--- config.mk ---
export PLATFORM = sky130hd
export DESIGN_NAME = branch_predictor
export DESIGN_NICKNAME = d
export VERILOG_FILES = /design/src/logic/bp_pkg.sv /design/src/logic/branch_predictor.sv /design/src/logic/branch_target_table.sv /design/src/logic/fetch_pc_unit.sv /design/src/logic/match_encoder.sv /design/src/logic/resolve_stage.sv
export SDC_FILE = /design/constraint.sdc
export NUM_CORES = 2
export LEC_CHECK = 0
export ABC_AREA = 0
export BUFFER_PORTS_ARGS = -buffer_cell sky130_fd_sc_hd__buf_2
export CAP_MARGIN = 10
export CELL_PAD_IN_SITES_DETAIL_PLACEMENT = 1
export CELL_PAD_IN_SITES_GLOBAL_PLACEMENT = 2
export CORE_MARGIN = 1
export CORE_UTILIZATION = 47
export DETAILED_ROUTE_END_ITERATION = 7
export PLACE_DENSITY = 0.77
export SYNTH_ARGS = -nofsm -noshare
export SYNTH_HDL_FRONTEND = slang
export SYNTH_HIERARCHICAL = 1
export SYNTH_SLANG_ARGS = --single-unit
--- constraint.sdc ---
create_clock -name clk -period 8.9 [get_ports clk]
set_input_delay 1.335 -clock clk [delete_from_list [all_inputs] [get_ports clk]]
set_output_delay 1.335 -clock clk [all_outputs]
set_load 0.03 [all_outputs]
--- src/logic/bp_pkg.sv ---
package bp_pkg;

  // address and table geometry
  localparam int ADDR_W      = 32;
  localparam int BTB_ENTRIES = 32;
  localparam int BTB_IDX_W   = 5;
  localparam int INSTR_BYTES = 4;

  // instruction address
  typedef logic [ADDR_W-1:0] addr_t;

  // index of one table entry
  typedef logic [BTB_IDX_W-1:0] slot_idx_t;

  // fetch starts here after reset
  localparam addr_t RESET_PC = 32'h0000_1000;

  // 2-bit saturating direction counter, upper half predicts taken
  typedef enum logic [1:0] {
    STRONG_NT = 2'b00,
    WEAK_NT   = 2'b01,
    WEAK_T    = 2'b10,
    STRONG_T  = 2'b11
  } ctr_t;

  // resolved branch or flush record coming from execute
  typedef struct packed {
    logic  valid;
    // clear for plain redirects, table is left alone then
    logic  branch;
    logic  taken;
    addr_t pc;
    addr_t target;
    // next pc that fetch actually used after this instruction
    addr_t pred_next;
  } resolve_t;

  // table write request
  typedef struct packed {
    logic  valid;
    logic  taken;
    addr_t pc;
    addr_t target;
  } update_t;

  // lookup answer for the current fetch pc
  typedef struct packed {
    logic  taken;
    addr_t target;
  } predict_t;

endpackage

--- src/logic/branch_predictor.sv ---
`timescale 1ns/100ps

module branch_predictor
  import bp_pkg::*;
(
  input  logic     clk,
  input  logic     reset,
  input  logic     stall,
  input  resolve_t resolve,
  output addr_t    fetch_pc,
  output predict_t predict,
  output logic     mispredict
);

  update_t update;
  logic    redirect;
  addr_t   redirect_pc;

  // execute side, registers outcomes and flags mispredicts
  resolve_stage u_resolve (
    .clk         (clk),
    .reset       (reset),
    .resolve     (resolve),
    .update      (update),
    .redirect    (redirect),
    .redirect_pc (redirect_pc),
    .mispredict  (mispredict)
  );

  // lookup on the current fetch pc, written from resolve
  branch_target_table u_btb (
    .clk       (clk),
    .reset     (reset),
    .lookup_pc (fetch_pc),
    .predict   (predict),
    .update    (update)
  );

  // next pc selection
  fetch_pc_unit u_fetch (
    .clk         (clk),
    .reset       (reset),
    .stall       (stall),
    .redirect    (redirect),
    .redirect_pc (redirect_pc),
    .predict     (predict),
    .fetch_pc    (fetch_pc)
  );

endmodule

--- src/logic/branch_target_table.sv ---
`timescale 1ns/100ps

module branch_target_table
  import bp_pkg::*;
(
  input  logic     clk,
  input  logic     reset,
  input  addr_t    lookup_pc,
  output predict_t predict,
  input  update_t  update
);

  // entry storage
  logic [BTB_ENTRIES-1:0] entry_valid;
  addr_t                  entry_pc     [BTB_ENTRIES];
  addr_t                  entry_target [BTB_ENTRIES];
  ctr_t                   entry_ctr    [BTB_ENTRIES];

  // round-robin allocation pointer
  slot_idx_t alloc_ptr;

  logic [BTB_ENTRIES-1:0] lookup_match;
  slot_idx_t              lookup_idx;
  logic                   lookup_any;

  logic [BTB_ENTRIES-1:0] update_match;
  slot_idx_t              update_idx;
  logic                   update_any;

  function automatic logic ctr_predicts_taken(input ctr_t c);
    return (c == WEAK_T) || (c == STRONG_T);
  endfunction

  // one step toward the outcome, saturating at both ends
  function automatic ctr_t ctr_step(input ctr_t c, input logic taken);
    ctr_t n;
    case (c)
      STRONG_NT: n = taken ? WEAK_NT  : STRONG_NT;
      WEAK_NT:   n = taken ? WEAK_T   : STRONG_NT;
      WEAK_T:    n = taken ? STRONG_T : WEAK_NT;
      default:   n = taken ? STRONG_T : WEAK_T;
    endcase
    return n;
  endfunction

  // compare against every valid entry, for lookup and for update
  always_comb begin
    for (int i = 0; i < BTB_ENTRIES; i++) begin
      lookup_match[i] = entry_valid[i] && (entry_pc[i] == lookup_pc);
      update_match[i] = entry_valid[i] && (entry_pc[i] == update.pc);
    end
  end

  match_encoder u_lookup_enc (
    .match_vec (lookup_match),
    .index     (lookup_idx),
    .any       (lookup_any)
  );

  match_encoder u_update_enc (
    .match_vec (update_match),
    .index     (update_idx),
    .any       (update_any)
  );

  // lookup answer, combinational on the fetch pc
  assign predict.taken  = lookup_any && ctr_predicts_taken(entry_ctr[lookup_idx]);
  assign predict.target = entry_target[lookup_idx];

  // valid bits and pointer
  always_ff @(posedge clk) begin
    if (reset) begin
      entry_valid <= '0;
      alloc_ptr   <= '0;
    end else if (update.valid && !update_any) begin
      entry_valid[alloc_ptr] <= 1'b1;
      // wraps at 32 on its own
      alloc_ptr <= alloc_ptr + 1'b1;
    end
  end

  // entry payload
  always_ff @(posedge clk) begin
    if (update.valid) begin
      if (update_any) begin
        entry_ctr[update_idx] <= ctr_step(entry_ctr[update_idx], update.taken);
        // not-taken outcomes keep the old target
        if (update.taken) begin
          entry_target[update_idx] <= update.target;
        end
      end else begin
        entry_pc[alloc_ptr]     <= update.pc;
        entry_target[alloc_ptr] <= update.target;
        entry_ctr[alloc_ptr]    <= update.taken ? STRONG_T : STRONG_NT;
      end
    end
  end

endmodule

--- src/logic/fetch_pc_unit.sv ---
`timescale 1ns/100ps

module fetch_pc_unit
  import bp_pkg::*;
(
  input  logic     clk,
  input  logic     reset,
  input  logic     stall,
  input  logic     redirect,
  input  addr_t    redirect_pc,
  input  predict_t predict,
  output addr_t    fetch_pc
);

  addr_t fetch_pc_q;
  addr_t next_pc;

  // predicted target or fall through
  assign next_pc = predict.taken ? predict.target : fetch_pc_q + addr_t'(INSTR_BYTES);

  // redirect beats stall, stall beats normal advance
  always_ff @(posedge clk) begin
    if (reset) begin
      fetch_pc_q <= RESET_PC;
    end else if (redirect) begin
      fetch_pc_q <= redirect_pc;
    end else if (!stall) begin
      fetch_pc_q <= next_pc;
    end
  end

  assign fetch_pc = fetch_pc_q;

endmodule

--- src/logic/match_encoder.sv ---
`timescale 1ns/100ps

module match_encoder
  import bp_pkg::*;
(
  input  logic [BTB_ENTRIES-1:0] match_vec,
  output slot_idx_t              index,
  output logic                   any
);

  // lowest set bit wins
  // the table never holds two entries with the same pc, so at most one bit is set
  always_comb begin
    index = '0;
    for (int i = BTB_ENTRIES - 1; i >= 0; i--) begin
      if (match_vec[i]) begin
        index = slot_idx_t'(i);
      end
    end
  end

  assign any = |match_vec;

endmodule

--- src/logic/resolve_stage.sv ---
`timescale 1ns/100ps

module resolve_stage
  import bp_pkg::*;
(
  input  logic     clk,
  input  logic     reset,
  input  resolve_t resolve,
  output update_t  update,
  output logic     redirect,
  output addr_t    redirect_pc,
  output logic     mispredict
);

  resolve_t rec_q;
  addr_t    actual_next;

  // stage register for the incoming record
  always_ff @(posedge clk) begin
    if (reset) begin
      rec_q.valid <= 1'b0;
    end else begin
      rec_q <= resolve;
    end
  end

  // where execution really goes after this instruction
  assign actual_next = rec_q.taken ? rec_q.target : rec_q.pc + addr_t'(INSTR_BYTES);

  assign mispredict  = rec_q.valid && (actual_next != rec_q.pred_next);
  assign redirect    = mispredict;
  assign redirect_pc = actual_next;

  // jumps through registers and flushes never touch the table
  assign update.valid  = rec_q.valid && rec_q.branch;
  assign update.taken  = rec_q.taken;
  assign update.pc     = rec_q.pc;
  assign update.target = rec_q.target;

endmodule

### Word level (Yosys, flattened, before mapping)

Memory sizes are Yosys's and may differ from the RTL's.
Index checks and enable logic that the tools add are counted.

| cells by class | value |
|---|---|
| equality and inequality tests | 70 |
| reductions and logical operators | 76 |
| mux-type cells | 94 |
| $lt $le $gt $ge | 2 |
| bitwise logic cells | 1 |
| add/subtract/negate cells | 3 |

Operators by type and width:

| operator | number |
|---|---|
| $eq A32 B32 Y1 | 64 |
| $mux W5 | 66 |
| $mux W32 | 5 |
| $reduce_or A32 Y1 | 3 |
| $logic_and A1 B1 Y1 | 69 |
| $add A32 B3 Y32 const B | 2 |
| $ne A32 B32 Y1 | 1 |
| $or A32 B32 Y32 | 1 |
| $mux W1 | 15 |
| $mux W2 | 6 |
| $eq A2 B2 Y1 const B | 3 |
| $lt A5 B6 Y1 const B | 1 |
| $pmux W2 S3 | 1 |
| $add A5 B1 Y5 const B | 1 |
| $demux W1 S5 | 1 |
| $ge A5 B1 Y1 const B | 1 |
| $eq A2 B1 Y1 const B | 1 |
| $logic_not A2 Y1 | 1 |
| $ne A2 B1 Y1 const B | 1 |
| $reduce_or A2 Y1 | 1 |
| $logic_not A1 Y1 | 1 |
| $logic_or A1 B1 Y1 | 1 |

| word-level totals | value |
|---|---|
| output and inout bits | 66 |
| input port bits | 102 |
| memories kept | 3 |
| word-level logic and storage cells | 258 |
| RAM bits | 2112 |
| register bits | 168 |

Memories:

| name | depth | width | read ports | clocked after memory_dff | wr ports | line | source |
|---|---|---|---|---|---|---|---|
| u_btb.entry_pc | 32 | 32 | 32 | 0 | 1 | branch_target_table.sv:15 | `addr_t entry_pc [BTB_ENTRIES];` |
| u_btb.entry_target | 32 | 32 | 1 | 0 | 1 | branch_target_table.sv:16 | `addr_t entry_target [BTB_ENTRIES];` |
| u_btb.entry_ctr | 32 | 2 | 2 | 0 | 1 | branch_target_table.sv:17 | `ctr_t entry_ctr [BTB_ENTRIES];` |

### Longest topological paths before layout

An unclocked memory read counts as a cell.

| logic depth | value |
|---|---|
| depth in word-level cells | 42 |
| gate-level depth with buffers | 27 |
| mapped depth without buffers | 19 |

### Hierarchy

Netlist, hierarchy kept.

By module, submodules not included:

| module | cells an instance | instances | area an instance (um2) | sequential area each (um2) |
|---|---|---|---|---|
| branch_target_table | 5921 | 1 | 97298.3 | 64161.5 |
| resolve_stage | 442 | 1 | 5347.6 | 2962.8 |
| fetch_pc_unit | 320 | 1 | 2287.2 | 640.6 |
| match_encoder | 65 | 2 | 385.4 | 0.0 |

### Worst setup path before layout

No wires, ideal clock.

| timing path | value |
|---|---|
| path kind | flip-flop to output port |
| from | reg u_fetch.fetch_pc_q[21] (netlist: u_fetch/fetch_pc[21]) |
| to | out predict[4] (netlist name) |
| cell stages (with the launch flop) | 17 |
| path slack | 2413 ps |
| arrival | 5152 ps |
| path buffers | 4 |
| cell sequence | dfxtp_1 > clkbuf_1 > clkbuf_1 > xnor2_1 > nand4_1 > nor4_1 > nand4_1 > nor4_1 > o31ai_1 > or4_1 > nor3_2 > a21o_1 > clkbuf_1 > buf_1 > mux4_2 > mux4_2 > mux2_2 |

RTL lines:

| element | line | source |
|---|---|---|
| from (decl) | fetch_pc_unit.sv:15 | `addr_t fetch_pc_q;` |
| from (signal assigned) | fetch_pc_unit.sv:26 | `fetch_pc_q <= redirect_pc;` |
| from (signal assigned) | fetch_pc_unit.sv:28 | `fetch_pc_q <= next_pc;` |
| to (decl) | branch_predictor.sv:11 | `output predict_t predict,` |

==> impl_metrics.py <==
metrics = {
    "status": {
        "status": "finished clean",
    },
    "critical_path": {
        "critPathLaunchType": "flop",
        "worst_ep_required_time_ps": 7570,
        "r2r_start": "u_fetch/fetch_pc[29]$_SDFFE_PP0P_",
        "path_delay_family": "simple AND/OR/NAND/NOR gates",
        "cpPeakStageDelay_ps": 960,
        "reg2reg_to": "u_fetch/fetch_pc[27]$_SDFFE_PP0P_",
        "cp_common_cell": "buf_12",
        "crit_buf_inv": 5,
        "critPathMaxFanout": 73,
        "critPathCaptureType": "output pin",
        "worstSetupPathType": "flop to output pin",
        "cp_slowest_cell": "nor4_1",
        "crit_chain": "buf_12 > xnor2_1 > nand4_1 > nor4_1 > nand4_1 > nor4_1 > buf_4 > a2111oi_0 > o31ai_1 > o2111ai_1 > a221oi_4 > buf_12 > buf_12 > mux4_2 > mux4_2 > mux2_2 > buf_2",
        "r2r_slack_ps": 1110,
        "r2r_cells": 22,
        "crit_arrival_ps": 7480,
    },
    "timing": {
        "holdWs_ps": 512,
        "relSlewSlack_pct": 9.72,
        "worst_pin_slew_ps": 1350,
        "setup_viol": 0,
        "final_max_slew_viol_count": 0,
        "rsz0062_at_grt": "false",
        "fmax_mhz": 113,
        "finalHoldViolations": 0,
        "setup_tns_ps": 0,
        "finClkSkew_ps": 104,
        "fin_crit_sh_pct": 99.0,
        "min_period_ps": 8810,
        "worst_slack_ps": 86.3,
    },
    "floorplan": {
        "die_h_um": 476,
        "die_x_um": 476,
        "die-area_mm2": 0.227,
        "initial_core_util_pct": 47.4,
        "core-area_mm2": 0.223,
        "rows": 173,
        "ios": 168,
    },
    "drt": {
        "num_vias": 65300,
        "viasPerCell": 6.33,
        "wirelength_um": 385000,
        "drt-initial-drc-count": 8068,
        "first_pass_iters": 6,
        "drtAntennaViolNets": 0,
        "drc": 0,
        "wl_per_cell_um": 37.3,
    },
    "synthesis": {
        "synth.most_common_cell": "edfxtp_1",
        "ys_seq_area_share_pct": 64.1,
        "synth.area.top_cells": "edfxtp_1 63%, xnor2_1 14%, mux4_2 7.2%",
        "synth.largest_area_cell": "edfxtp_1",
        "avgSynthCellArea_um2": 15.5,
        "syn_nets": 6921,
        "yosysTopAreaCellShare_pct": 62.8,
        "synth_commonest_cells": "2210 x edfxtp_1, 1715 x xnor2_1, 454 x nand4_1",
        "ys_ff_latch": 2280,
        "synthArstFlopShare_pct": 0,
        "ys_types": 79,
        "synthCells": 6813,
        "synth_flop_cell": "edfxtp_1",
        "synth-edff-count": 2210,
        "syn-cell-area_mm2": 0.106,
        "yosysWarnings": 6,
    },
    "min_path": {
        "min_from": "u_btb/entry_valid[28]$_SDFFE_PP0N_",
        "hold_class": "flop to flop",
        "hold_path_depth": 2,
        "min_to": "u_btb/entry_valid[28]$_SDFFE_PP0N_",
    },
    "cts": {
        "clock_sinks": 2280,
        "tritoncts": "built",
        "postCtsHoldBufs": 0,
        "htree_levels": 4,
        "cts_buffer_depth": 3,
        "cts_buffers": 235,
        "cts_root_buf": "clkbuf_16",
        "path_clk_slew_ps": 70,
        "clk_latency_ps": 940,
    },
    "power": {
        "irDropWorstVdd_mv": 0.207,
        "power.leakage_nw": 36.1,
        "powerDensity_mw_per_mm2": 203,
    },
    "global_route": {
        "grt-ovfl-total": 0,
        "grt_start_max_net_pins": 77,
        "grt_pass1_vias": 67200,
        "antenna_found_initial": 28,
        "grtUsageTotal_pct": 33.4,
        "grt_pass1_wl_um": 530000,
    },
    "finish": {
        "seq_area_mm2": 0.0679,
        "nFillCells": 20800,
        "final_nets": 7228,
        "drive_gt1_share_pct": 19.2,
        "multiInputGateArea_mm2": 0.0362,
        "instances_no_fill": 10300,
        "final_area_mm2": 0.120,
        "syn_to_final_growth_pct": 13.8,
    },
    "place": {
        "hpwl_um": 235000,
        "gp_congestion": 0.913,
        "io_buffers": 167,
        "pre_cts_slack_ps": 848,
        "placed_area_mm2": 0.112,
        "placed_cells": 9855,
    },
    "flow_run": {
        "maxCapViolCount": 0,
    },
}
-- cell families after synthesis --
logic type / share of synthesized area (%)
xor gates and xnor gates: 17.4
AOI/OAI and AO/OA: 1.58
and+or+nand+nor: 6.66
adders and majority gates: 0.0710
buffers and inverters: 2.20
DFF: 64.1
muxes: 7.94
-- metrics by stage --
| step | util [%] | total power [mW] |
|---|---|---|
| floorplan | - | 13.4 |
| global placement | 50.4 | 14.5 |
| detailed placement | 50.4 | 14.5 |
| CTS | 53.9 | 24.4 |
| global route | 53.9 | 24.9 |
| finish | 53.9 | 24.4 |
-- layer usage --
layer  vias up  GRT usage (%)  share of wire [%]
met4        18           15.6                5.2
met3       885           6.39                8.8
li1      26200              -                  -
met5         -              0              0.027
met1     34600           42.9                 38
met2      3518           54.7                 48
-- placed cells by master (no fill, tap or decap), types with 32 or more instances in the layout --
master / netlist / final
edfxtp_1: 2210 / 2210
xnor2_1: 1715 / 1715
nand4_1: 454 / 454
xor2_1: 390 / 390
mux4_2: 338 / 338
buf_4: 75 / 284
clkbuf_16: 0 / 236
nor4_1: 236 / 223
nor2_1: 258 / 195
buf_2: 84 / 166
nand3_1: 102 / 102
buf_12: 0 / 72
a21oi_1: 73 / 72
nand2_1: 68 / 68
clkbuf_1: 143 / 59
o21ai_0: 55 / 55
clkinv_2: 0 / 51
inv_1: 50 / 49
mux2_2: 47 / 47
clkinv_1: 1 / 41
nor2_4: 0 / 41
nor3_1: 40 / 39
dfxtp_1: 70 / 38
dfxtp_4: 0 / 32
-- worst reg2reg max path: stages (launching register included) --
cell       delay [ps]
dfxtp_4           940
buf_12            350
xnor2_1           210
nand4_1           110
nor4_1            320
nand4_1           180
nor4_1            960
buf_4             300
a2111oi_0          90
o31ai_1            90
o2111ai_1         240
a221oi_4          340
buf_12            200
buf_4             350
mux4_2            570
mux4_2            500
mux2i_1           270
nor2b_4           130
buf_12            190
or2_2             440
nor2_1            340
a21oi_1           140
a21oi_1           360
-- state kept, by name (all words and copies together) (netlist names) --
signal,cells
u_btb/alloc_ptr,5
u_btb/entry_pc,1024
u_resolve/rec_q,34
u_btb/entry_target,1024
u_btb/entry_valid,32
u_btb/entry_ctr,64
u_fetch/fetch_pc,32
u_resolve/update,65
-- what timing repair did --
action,CTS,global route
resized for setup,0,0
setup buffers,1,0
endpoints found under the setup margin,24,0
-- layout make-up --
cell class / instances / share of cell area (%)
well taps: 2975 / 3.09
flip-flops and latches: 2280 / 56.4
clock buffers: 307 / 5.23
diodes: 6 / 0.0125
inverters: 51 / 0.161
repair buffers: 524 / 3.71
multi-input cells: 4028 / 30.1
clock inverters: 138 / 1.28
-- report_power, final --
group          switching, mW  internal, mW
combinational           1.42         0.690
clock                   4.43          5.64
sequential             0.290          11.9
-- how the worst max path moves through the flow --
stage / cells past startpoint / end / slack [ps] / startpoint
2_1_floorplan: 16 / predict[4] / 2410 / u_fetch/fetch_pc[21]$_SDFFE_PP0P_
3_3_place_gp: 16 / predict[21] / 990 / u_fetch/fetch_pc[29]$_SDFFE_PP0P_
3_5_place_dp: 16 / predict[21] / 850 / u_fetch/fetch_pc[29]$_SDFFE_PP0P_
4_1_cts: 17 / predict[21] / 310 / u_fetch/fetch_pc[29]$_SDFFE_PP0P_
5_1_grt: 17 / predict[30] / 70 / u_fetch/fetch_pc[29]$_SDFFE_PP0P_
6_report: 17 / predict[21] / 90 / u_fetch/fetch_pc[29]$_SDFFE_PP0P_
(Power assumes the default switching activity.)
